File: config.mk
export PLATFORM = sky130hd
export DESIGN_NAME = audio_recorder_top
export DESIGN_NICKNAME = d
export VERILOG_FILES = /design/src/verilog/recorder_pkg.sv /design/src/verilog/transport_fsm.sv /design/src/verilog/speed_selector.sv /design/src/verilog/codec_frame_sync.sv /design/src/verilog/sample_shifter.sv /design/src/verilog/sram_sequencer.sv /design/src/verilog/elapsed_timer.sv /design/src/verilog/audio_recorder_top.sv
export SDC_FILE = /design/constraint.sdc
export NUM_CORES = 1
export LEC_CHECK = 0
export BUFFER_PORTS_ARGS = -buffer_cell sky130_fd_sc_hd__buf_2
export CORE_MARGIN = 3
export CORE_UTILIZATION = 45
export DETAILED_ROUTE_END_ITERATION = 8
export GPL_ROUTABILITY_DRIVEN = 1
export HOLD_SLACK_MARGIN = 0.12
export PLACE_DENSITY_LB_ADDON = 0.05
export SLEW_MARGIN = 20
export SYNTH_ARGS = -nofsm -noshare
export SYNTH_HDL_FRONTEND = slang
export SYNTH_SLANG_ARGS = --single-unit
File: constraint.sdc
create_clock -name CLOCK_50 -period 4.4 [get_ports CLOCK_50]
set_input_delay 0.22 -clock CLOCK_50 [delete_from_list [all_inputs] [get_ports CLOCK_50]]
set_output_delay 0.22 -clock CLOCK_50 [all_outputs]
set_load 0.005 [all_outputs]
File: src/verilog/recorder_pkg.sv
`default_nettype none

package recorder_pkg;

	// Transport state encoding
	typedef enum logic [2:0] {
		IDLE       = 3'd0,
		PLAY       = 3'd1,
		REC        = 3'd2,
		REC_PAUSE  = 3'd3,
		PLAY_PAUSE = 3'd4
	} transport_state_t;

	typedef logic [3:0] speed_t;

	// Fast ratios x1 to x8
	localparam speed_t SPEED_X1 = 4'd1;
	localparam speed_t SPEED_X2 = 4'd2;
	localparam speed_t SPEED_X3 = 4'd3;
	localparam speed_t SPEED_X4 = 4'd4;
	localparam speed_t SPEED_X5 = 4'd5;
	localparam speed_t SPEED_X6 = 4'd6;
	localparam speed_t SPEED_X7 = 4'd7;
	localparam speed_t SPEED_X8 = 4'd8;
	// Slow ratios 1/2 to 1/8 follow right after x8
	localparam speed_t SPEED_DIV2 = 4'd9;
	localparam speed_t SPEED_DIV3 = 4'd10;
	localparam speed_t SPEED_DIV4 = 4'd11;
	localparam speed_t SPEED_DIV5 = 4'd12;
	localparam speed_t SPEED_DIV6 = 4'd13;
	localparam speed_t SPEED_DIV7 = 4'd14;
	localparam speed_t SPEED_DIV8 = 4'd15;

	localparam int SAMPLE_W = 16;
	localparam int BIT_CNT_W = 5;           // Counts 0 to SAMPLE_W
	localparam int SECONDS_W = 7;
	localparam int DEFAULT_ADDR_W = 20;
	localparam int DEFAULT_FRAME_RATE = 15577; // Codec frames per second at x1

endpackage

`default_nettype wire

File: src/verilog/transport_fsm.sv
`timescale 1ns/1ps
`default_nettype none

module transport_fsm (
	input wire CLOCK_50,
	input wire reset,
	input wire play_key,
	input wire rec_key,
	input wire stop_key,
	input wire take_end,
	output recorder_pkg::transport_state_t state
);
	import recorder_pkg::*;

	logic play_only;
	logic rec_only;
	logic stop_only;
	transport_state_t state_next;

	// A key counts only when it is alone
	assign play_only = play_key & ~rec_key & ~stop_key;
	assign rec_only = rec_key & ~play_key & ~stop_key;
	assign stop_only = stop_key & ~play_key & ~rec_key;

	always_comb begin
		state_next = state;
		case (state)
			IDLE: begin
				if (play_only)
					state_next = PLAY;
				else if (rec_only)
					state_next = REC;
			end
			PLAY: begin
				if (stop_only || take_end)
					state_next = IDLE;
				else if (play_only)
					state_next = PLAY_PAUSE;
			end
			REC: begin
				if (stop_only || take_end)
					state_next = IDLE;
				else if (rec_only)
					state_next = REC_PAUSE;
			end
			PLAY_PAUSE: begin
				if (stop_only)
					state_next = IDLE;
				else if (play_only)
					state_next = PLAY;  // Resume
			end
			REC_PAUSE: begin
				if (stop_only)
					state_next = IDLE;
				else if (rec_only)
					state_next = REC;
			end
			default: state_next = IDLE;
		endcase
	end

	always_ff @(posedge CLOCK_50 or posedge reset) begin
		if (reset)
			state <= IDLE;
		else
			state <= state_next;
	end

endmodule

`default_nettype wire

File: src/verilog/speed_selector.sv
`timescale 1ns/1ps
`default_nettype none

module speed_selector (
	input wire CLOCK_50,
	input wire reset,
	input wire speed_enable,
	input wire speed_step,
	input wire speed_slow,
	output recorder_pkg::speed_t speed
);
	import recorder_pkg::*;

	speed_t faster;
	speed_t slower;

	// Next code toward faster playback
	always_comb begin
		case (speed)
			SPEED_X1, SPEED_X2, SPEED_X3, SPEED_X4,
			SPEED_X5, SPEED_X6, SPEED_X7: faster = speed + 1'b1;
			SPEED_DIV3, SPEED_DIV4, SPEED_DIV5,
			SPEED_DIV6, SPEED_DIV7, SPEED_DIV8: faster = speed - 1'b1; // 1/n to 1/(n-1)
			default: faster = SPEED_X1;  // x8 wraps, 1/2 back to x1
		endcase
	end

	// Next code toward slower playback
	always_comb begin
		case (speed)
			SPEED_X1: slower = SPEED_DIV2;
			SPEED_X2, SPEED_X3, SPEED_X4, SPEED_X5,
			SPEED_X6, SPEED_X7, SPEED_X8: slower = speed - 1'b1;
			SPEED_DIV2, SPEED_DIV3, SPEED_DIV4,
			SPEED_DIV5, SPEED_DIV6, SPEED_DIV7: slower = speed + 1'b1;
			default: slower = SPEED_X1;  // 1/8 wraps
		endcase
	end

	always_ff @(posedge CLOCK_50 or posedge reset) begin
		if (reset) begin
			speed <= SPEED_X1;
		end else if (!speed_enable) begin
			speed <= SPEED_X1;
		end else if (speed_step) begin
			speed <= speed_slow ? slower : faster;
		end
	end

endmodule

`default_nettype wire

File: src/verilog/codec_frame_sync.sv
`timescale 1ns/1ps
`default_nettype none

module codec_frame_sync (
	input wire CLOCK_50,
	input wire reset,
	input wire aud_bclk,
	input wire aud_lrck,
	input wire aud_adcdat,
	output logic bit_strobe,
	output logic frame_start,
	output logic adc_bit
);

	logic [1:0] bclk_sync;
	logic [1:0] lrck_sync;
	logic [1:0] adc_sync;
	logic bclk_prev;
	logic lrck_prev;

	// Two sync flops, then the edge stage
	always_ff @(posedge CLOCK_50 or posedge reset) begin
		if (reset) begin
			bclk_sync <= 2'b00;
			lrck_sync <= 2'b00;
			bclk_prev <= 1'b0;
			lrck_prev <= 1'b0;
			bit_strobe <= 1'b0;
			frame_start <= 1'b0;
		end else begin
			bclk_sync <= {bclk_sync[0], aud_bclk};
			lrck_sync <= {lrck_sync[0], aud_lrck};
			bclk_prev <= bclk_sync[1];
			lrck_prev <= lrck_sync[1];
			bit_strobe <= bclk_sync[1] & ~bclk_prev & lrck_sync[1];  // Left half only
			frame_start <= lrck_sync[1] & ~lrck_prev;
		end
	end

	// Data bit stays aligned with bit_strobe
	always_ff @(posedge CLOCK_50) begin
		adc_sync <= {adc_sync[0], aud_adcdat};
		adc_bit <= adc_sync[1];
	end

endmodule

`default_nettype wire

File: src/verilog/sample_shifter.sv
`timescale 1ns/1ps
`default_nettype none

module sample_shifter (
	input wire CLOCK_50,
	input wire reset,
	input wire recorder_pkg::transport_state_t state,
	input wire bit_strobe,
	input wire frame_start,
	input wire adc_bit,
	input wire [recorder_pkg::SAMPLE_W-1:0] sram_rdata,
	output logic [recorder_pkg::SAMPLE_W-1:0] sample_word,
	output logic word_done,
	output logic aud_dacdat
);
	import recorder_pkg::*;

	logic [BIT_CNT_W-1:0] bit_cnt;
	logic active;
	logic take_bit;

	assign active = (state == REC) || (state == PLAY);
	// Counter parks at SAMPLE_W, so later bits and partial frames are ignored
	assign take_bit = bit_strobe && (bit_cnt < SAMPLE_W);

	always_ff @(posedge CLOCK_50 or posedge reset) begin
		if (reset) begin
			bit_cnt <= BIT_CNT_W'(SAMPLE_W);
			word_done <= 1'b0;
			aud_dacdat <= 1'b0;
		end else begin
			word_done <= 1'b0;
			if (!active) begin
				bit_cnt <= BIT_CNT_W'(SAMPLE_W);  // Wait for a fresh frame
			end else if (frame_start) begin
				bit_cnt <= '0;
			end else if (take_bit) begin
				bit_cnt <= bit_cnt + 1'b1;
				word_done <= (bit_cnt == SAMPLE_W - 1);
			end

			if (state != PLAY)
				aud_dacdat <= 1'b0;
			else if (frame_start)
				aud_dacdat <= sram_rdata[SAMPLE_W-1];  // MSB ready for the first rise
			else if (take_bit)
				aud_dacdat <= sample_word[SAMPLE_W-2];
		end
	end

	// Shared shift register, ADC in from the right or DAC out at the top
	always_ff @(posedge CLOCK_50) begin
		if ((state == PLAY) && frame_start) begin
			sample_word <= sram_rdata;
		end else if (take_bit) begin
			if (state == REC)
				sample_word <= {sample_word[SAMPLE_W-2:0], adc_bit};
			else
				sample_word <= {sample_word[SAMPLE_W-2:0], 1'b0};
		end
	end

endmodule

`default_nettype wire

File: src/verilog/sram_sequencer.sv
`timescale 1ns/1ps
`default_nettype none

module sram_sequencer #(
	parameter int addr_w = recorder_pkg::DEFAULT_ADDR_W
) (
	input wire CLOCK_50,
	input wire reset,
	input wire recorder_pkg::transport_state_t state,
	input wire word_done,
	input wire [recorder_pkg::SAMPLE_W-1:0] sample_word,
	output logic [addr_w-1:0] sram_addr,
	output logic [recorder_pkg::SAMPLE_W-1:0] sram_wdata,
	output logic sram_we_n,
	output logic take_end
);
	import recorder_pkg::*;

	logic [addr_w:0] take_len;  // One extra bit for a full memory

	always_ff @(posedge CLOCK_50 or posedge reset) begin
		if (reset) begin
			sram_addr <= '0;
			sram_we_n <= 1'b1;
			take_len <= '0;
			take_end <= 1'b0;
		end else begin
			sram_we_n <= 1'b1;
			take_end <= 1'b0;

			// Write cycle just ended, step past it
			if (!sram_we_n) begin
				sram_addr <= sram_addr + 1'b1;
				take_len <= {1'b0, sram_addr} + 1'b1;
				take_end <= &sram_addr;  // Top address written
			end

			if (word_done && (state == REC))
				sram_we_n <= 1'b0;

			if (word_done && (state == PLAY)) begin
				sram_addr <= sram_addr + 1'b1;
				take_end <= (({1'b0, sram_addr} + 1'b1) == take_len);  // Last recorded word
			end

			if (state == IDLE)
				sram_addr <= '0;
		end
	end

	// Data held from word_done through the write cycle
	always_ff @(posedge CLOCK_50) begin
		if (word_done && (state == REC))
			sram_wdata <= sample_word;
	end

endmodule

`default_nettype wire

File: src/verilog/elapsed_timer.sv
`timescale 1ns/1ps
`default_nettype none

module elapsed_timer #(
	parameter int frame_rate = recorder_pkg::DEFAULT_FRAME_RATE
) (
	input wire CLOCK_50,
	input wire reset,
	input wire recorder_pkg::transport_state_t state,
	input wire frame_start,
	output logic [recorder_pkg::SECONDS_W-1:0] seconds
);
	import recorder_pkg::*;

	logic [$clog2(frame_rate+1)-1:0] frame_cnt;

	always_ff @(posedge CLOCK_50 or posedge reset) begin
		if (reset) begin
			frame_cnt <= '0;
			seconds <= '0;
		end else if (state == IDLE) begin
			frame_cnt <= '0;
			seconds <= '0;
		end else if (((state == PLAY) || (state == REC)) && frame_start) begin
			if (frame_cnt == frame_rate - 1) begin
				frame_cnt <= '0;
				seconds <= seconds + 1'b1;  // Wraps at 128
			end else begin
				frame_cnt <= frame_cnt + 1'b1;
			end
		end
	end

endmodule

`default_nettype wire

File: src/verilog/audio_recorder_top.sv
`timescale 1ns/1ps
`default_nettype none

module audio_recorder_top #(
	parameter int addr_w = recorder_pkg::DEFAULT_ADDR_W,
	parameter int frame_rate = recorder_pkg::DEFAULT_FRAME_RATE
) (
	input wire CLOCK_50,
	input wire reset,
	input wire play_key,
	input wire rec_key,
	input wire stop_key,
	input wire speed_enable,
	input wire speed_step,
	input wire speed_slow,
	input wire aud_bclk,
	input wire aud_lrck,
	input wire aud_adcdat,
	input wire [recorder_pkg::SAMPLE_W-1:0] sram_rdata,
	output logic aud_dacdat,
	output logic [addr_w-1:0] sram_addr,
	output logic [recorder_pkg::SAMPLE_W-1:0] sram_wdata,
	output logic sram_we_n,
	output recorder_pkg::transport_state_t state,
	output recorder_pkg::speed_t speed,
	output logic [recorder_pkg::SECONDS_W-1:0] seconds
);
	import recorder_pkg::*;

	logic take_end;
	logic bit_strobe;  // Left half only
	logic frame_start;
	logic adc_bit;
	logic word_done;
	logic [SAMPLE_W-1:0] sample_word;

	transport_fsm u_transport (
		.CLOCK_50(CLOCK_50), .reset(reset),
		.play_key(play_key), .rec_key(rec_key), .stop_key(stop_key),
		.take_end(take_end), .state(state)
	);

	// Status only, no internal rate change
	speed_selector u_speed (
		.CLOCK_50(CLOCK_50), .reset(reset),
		.speed_enable(speed_enable), .speed_step(speed_step),
		.speed_slow(speed_slow), .speed(speed)
	);

	codec_frame_sync u_frame_sync (
		.CLOCK_50(CLOCK_50), .reset(reset),
		.aud_bclk(aud_bclk), .aud_lrck(aud_lrck), .aud_adcdat(aud_adcdat),
		.bit_strobe(bit_strobe), .frame_start(frame_start), .adc_bit(adc_bit)
	);

	sample_shifter u_shifter (
		.CLOCK_50(CLOCK_50), .reset(reset), .state(state),
		.bit_strobe(bit_strobe), .frame_start(frame_start), .adc_bit(adc_bit),
		.sram_rdata(sram_rdata), .sample_word(sample_word),
		.word_done(word_done), .aud_dacdat(aud_dacdat)
	);

	sram_sequencer #(.addr_w(addr_w)) u_sequencer (
		.CLOCK_50(CLOCK_50), .reset(reset), .state(state),
		.word_done(word_done), .sample_word(sample_word),
		.sram_addr(sram_addr), .sram_wdata(sram_wdata),
		.sram_we_n(sram_we_n), .take_end(take_end)
	);

	elapsed_timer #(.frame_rate(frame_rate)) u_timer (
		.CLOCK_50(CLOCK_50), .reset(reset), .state(state),
		.frame_start(frame_start), .seconds(seconds)
	);

endmodule

`default_nettype wire

==> metrics.txt <==
# nets final=725; Setup Crit Path Kind=reg -> reg; Post-CTS Resized=0; cts bufs inserted=17; via count=4,648; Worst-Skew Late Latency=410 ps; cell mode on critical path=xor2_1; Via density=between 5 and 6; DP Cell Count=about 830; CP Capture Type=flip-flop; Buf+Inv Stages, Crit Path=0; initial antenna violation count=0; Worst Setup SP=u_sequencer.sram_addr[0]; Synth top area share=0.334; R2R depth=8; global-route wire length before repair=21.6 mm; GR peak layer=met2; cell count along the critical path=8; IO buf count=78; power per standard cell area=429 nW/um2; # DRC=0; GR Util met2=0.283; ys async rst share=0.711; FF-to-FF setup slack=1680 ps; Distinct cells, synth=71; Max Root-Sink Buffers=2; Avg Inst Size Synth=10.4 um2; cell family with most CP delay=simple AND/OR/NAND/NOR gates; placed inst area=6730 um2; met3 usage=0.0486; worst rel slew slack=0.327; CP Data Required Time=around 4700 ps; TritonCTS Sinks=121; Pleak=3.26 nW; core area=13,400 um2; total grt overflow=0; area leader, netlist=dfrtp_1; FP Rows=42; Die ar.=15,300 um2; FF+latch count, synth=roughly 120; post-detail-place hpwl=9.12 mm; antenna cells=0; hold depth=2; Mapped Nets=between 600 and 700; worst min path class=in -> reg; Final Hold Viols=0; Non-Filler Instances=876; number of global-route vias before repair=4,364; overall power=roughly 3.2 mW; initial core utilization=0.464; setup TNS=0 ps; post-route clock period utilization=0.619; Seq/Total Area, Yosys=0.511; Worst Setup EP=u_sequencer.take_end; ys flop type=dfrtp_1; Clock Tree Root=clkbuf_16; DIE WIDTH=124 um; Cells after Synth=599; count of final setup violators=0; Critical Path Start Type=flip-flop; wire per inst=15.2 um; P&R area growth vs syn=20.5%; # H-tree levels=4; share of layout cells above drive strength 1=0.223; final instance area=7500 um2; die span in y=about 120 um; Reg2Reg Launch Point=u_sequencer.sram_addr[0]; fmax=between 0.3 and 0.4 GHz; routability cong.=~0.85; Synth Warn #=0; CTS tree=built; Slew Viols, Final=0; gr usage total=0.181; CP Cell Sequence=ha_1, nand3_1, nor3_1, xor2_1, xor2_1, a2111oi_1, nand4_1, o32ai_1; Crit-path slowest cell=dfrtp_1; Least-Margin Pin Slew=1010 ps; met1 Resource Use GR=0.249; CP max FO=8; DR iter-0 viols=280; clk_skew=7.85 ps; RSZ-0062 raised after global routing=no; clock transition at the registers of the reported paths=approximately 60 ps; status=complete, no violations; largest net degree at the start of global routing=53; Detail Route Antenna Nets=0; slowest stage delay, CP=between 500 and 600 ps; Pre-Repair DR Iteration Count=5; Worst EP arrival=3040 ps; Layout Utilization=0.559; top post-synthesis cells by area=dfrtp_1 (33%), edfxtp_1 (15%), mux2_2 (4.9%), o21ai_0 (3.8%), xor2_1 (3.7%); EDFF count, synth=32; final WL=13.4 mm; num ports=79; RR Endpoint=u_sequencer.take_end; post-route minimum period=2720 ps; maximum VDD drop=0.248 mV; Max-Cap Viols=0; synthesized area=roughly 6200 um2
==> state kept, by name, summed over array words and instances, names as in the netlist, 2 cells and up <==
signal / count
u_sequencer.take_len: 21
u_sequencer.sram_addr: 20
u_sequencer.sram_wdata: 16
u_shifter.sample_word: 16
u_timer.frame_cnt: 14
u_timer.seconds: 7
u_shifter.bit_cnt: 5
u_speed.speed: 4
u_transport.state: 3
u_frame_sync.adc_sync: 2
u_frame_sync.bclk_sync: 2
u_frame_sync.lrck_sync: 2
==> metal layers <==
layer  wire, um  up-vias
met2       6260       78
met5          0        -
met3        481        9
met1       6520     2248
met4        101        0
li1           -     2313
==> worst register-to-register path: cells and delay by family (launching register included) <==
kind | cells | cell delay, ps
AO/OA/AOI/OAI | 2 | 520
AND/OR/NAND/NOR | 3 | 950
adder cells (fa/ha/maj) | 1 | 270
XOR/XNOR | 2 | 360
flip-flops | 1 | 530
==> power by group <==
part           total, mW  switching (mW)  internal [mW]
Clock               1.34           0.510          0.834
Sequential          1.32          0.0910           1.23
Combinational      0.549           0.331          0.218
==> layout make-up <==
type / count / area [um2]
clock buffers: 18 / 429
clock inverters: 14 / 150
fillers: 1215 / 5900
inverters: 23 / 87.6
multi-input cells: 424 / 2830
flip-flops and latches: 121 / 3180
well taps: 176 / 220
repair buffers: 100 / 603
==> per-stage QoR <==
| step | setup WS, ps | hold WS [ps] |
|---|---|---|
| 6_report | 1680 | 133 |
| 5_1_grt | 1430 | 120 |
| 4_1_cts | 1650 | 121 |
| 3_5_place_dp | 1640 | 312 |
| 3_3_place_gp | 1770 | 312 |
| 2_1_floorplan | 1960 | 248 |
==> layout by cell type (no fill, tap or decap), types with 3 or more instances in the layout <==
master,count
nand3_1,16
and2_1,3
o21ai_0,47
dfxtp_1,3
buf_4,3
a21o_1,3
o22ai_1,3
nor3_1,6
nor4_1,3
clkbuf_16,17
o32ai_1,3
nand3b_1,3
nand2_1,54
clkinvlp_4,5
and3_1,6
dfstp_2,3
buf_2,78
o21a_1,3
nor2b_1,10
ha_1,11
dlygate4sd3_1,19
xor2_1,26
a21oi_1,31
dfrtp_1,83
clkinv_4,3
nor2_1,51
nand4_1,10
and4_1,4
nand2b_1,6
xnor2_1,23
edfxtp_1,32
mux2_2,27
or3_1,10
nor3b_1,5
inv_1,22
o31ai_1,6
mux2i_1,10
==> cell families after synthesis <==
| family | after synthesis | share of synthesized area |
|---|---|---|
| xor+xnor | 50 | 0.0726 |
| fa+ha+maj | 11 | 0.0221 |
| simple gates | 204 | 0.172 |
| compound gates | 122 | 0.122 |
| mux | 37 | 0.0650 |
| flops | 121 | 0.511 |
| buf+inv | 54 | 0.0362 |
==> cells in the mapped netlist, types with 4 or more instances <==
cell	count
dfrtp_1	83
mux2i_1	10
xor2_1	26
or3_1	10
ha_1	11
nand2_1	54
inv_1	23
xnor2_1	23
nor3_1	8
o21ai_0	47
nor3b_1	5
nand4_1	10
a21oi_1	31
and4_1	4
nor2b_1	10
nor2_1	51
edfxtp_1	32
nand2b_1	6
buf_2	9
o31ai_1	6
clkbuf_1	16
nand3_1	16
mux2_2	27
and3_1	6
==> worst min-delay path by stage <==
stage,start,endpoint,slack [ps]
floorplan,aud_adcdat,u_frame_sync.adc_sync[0],250
global placement,u_frame_sync.adc_sync[1],u_frame_sync.adc_bit,310
detailed placement,u_frame_sync.adc_sync[0],u_frame_sync.adc_sync[1],310
CTS,sram_rdata[12],u_shifter.sample_word[12],120
global route,sram_rdata[12],u_shifter.sample_word[12],120
finish,sram_rdata[12],u_shifter.sample_word[12],130
==> what timing repair did <==
action                                 CTS  global route
hold buffers                            19             0
setup buffers                            0             0
endpoints found under the hold margin   68             0
Power figures use the tool's default switching activity.
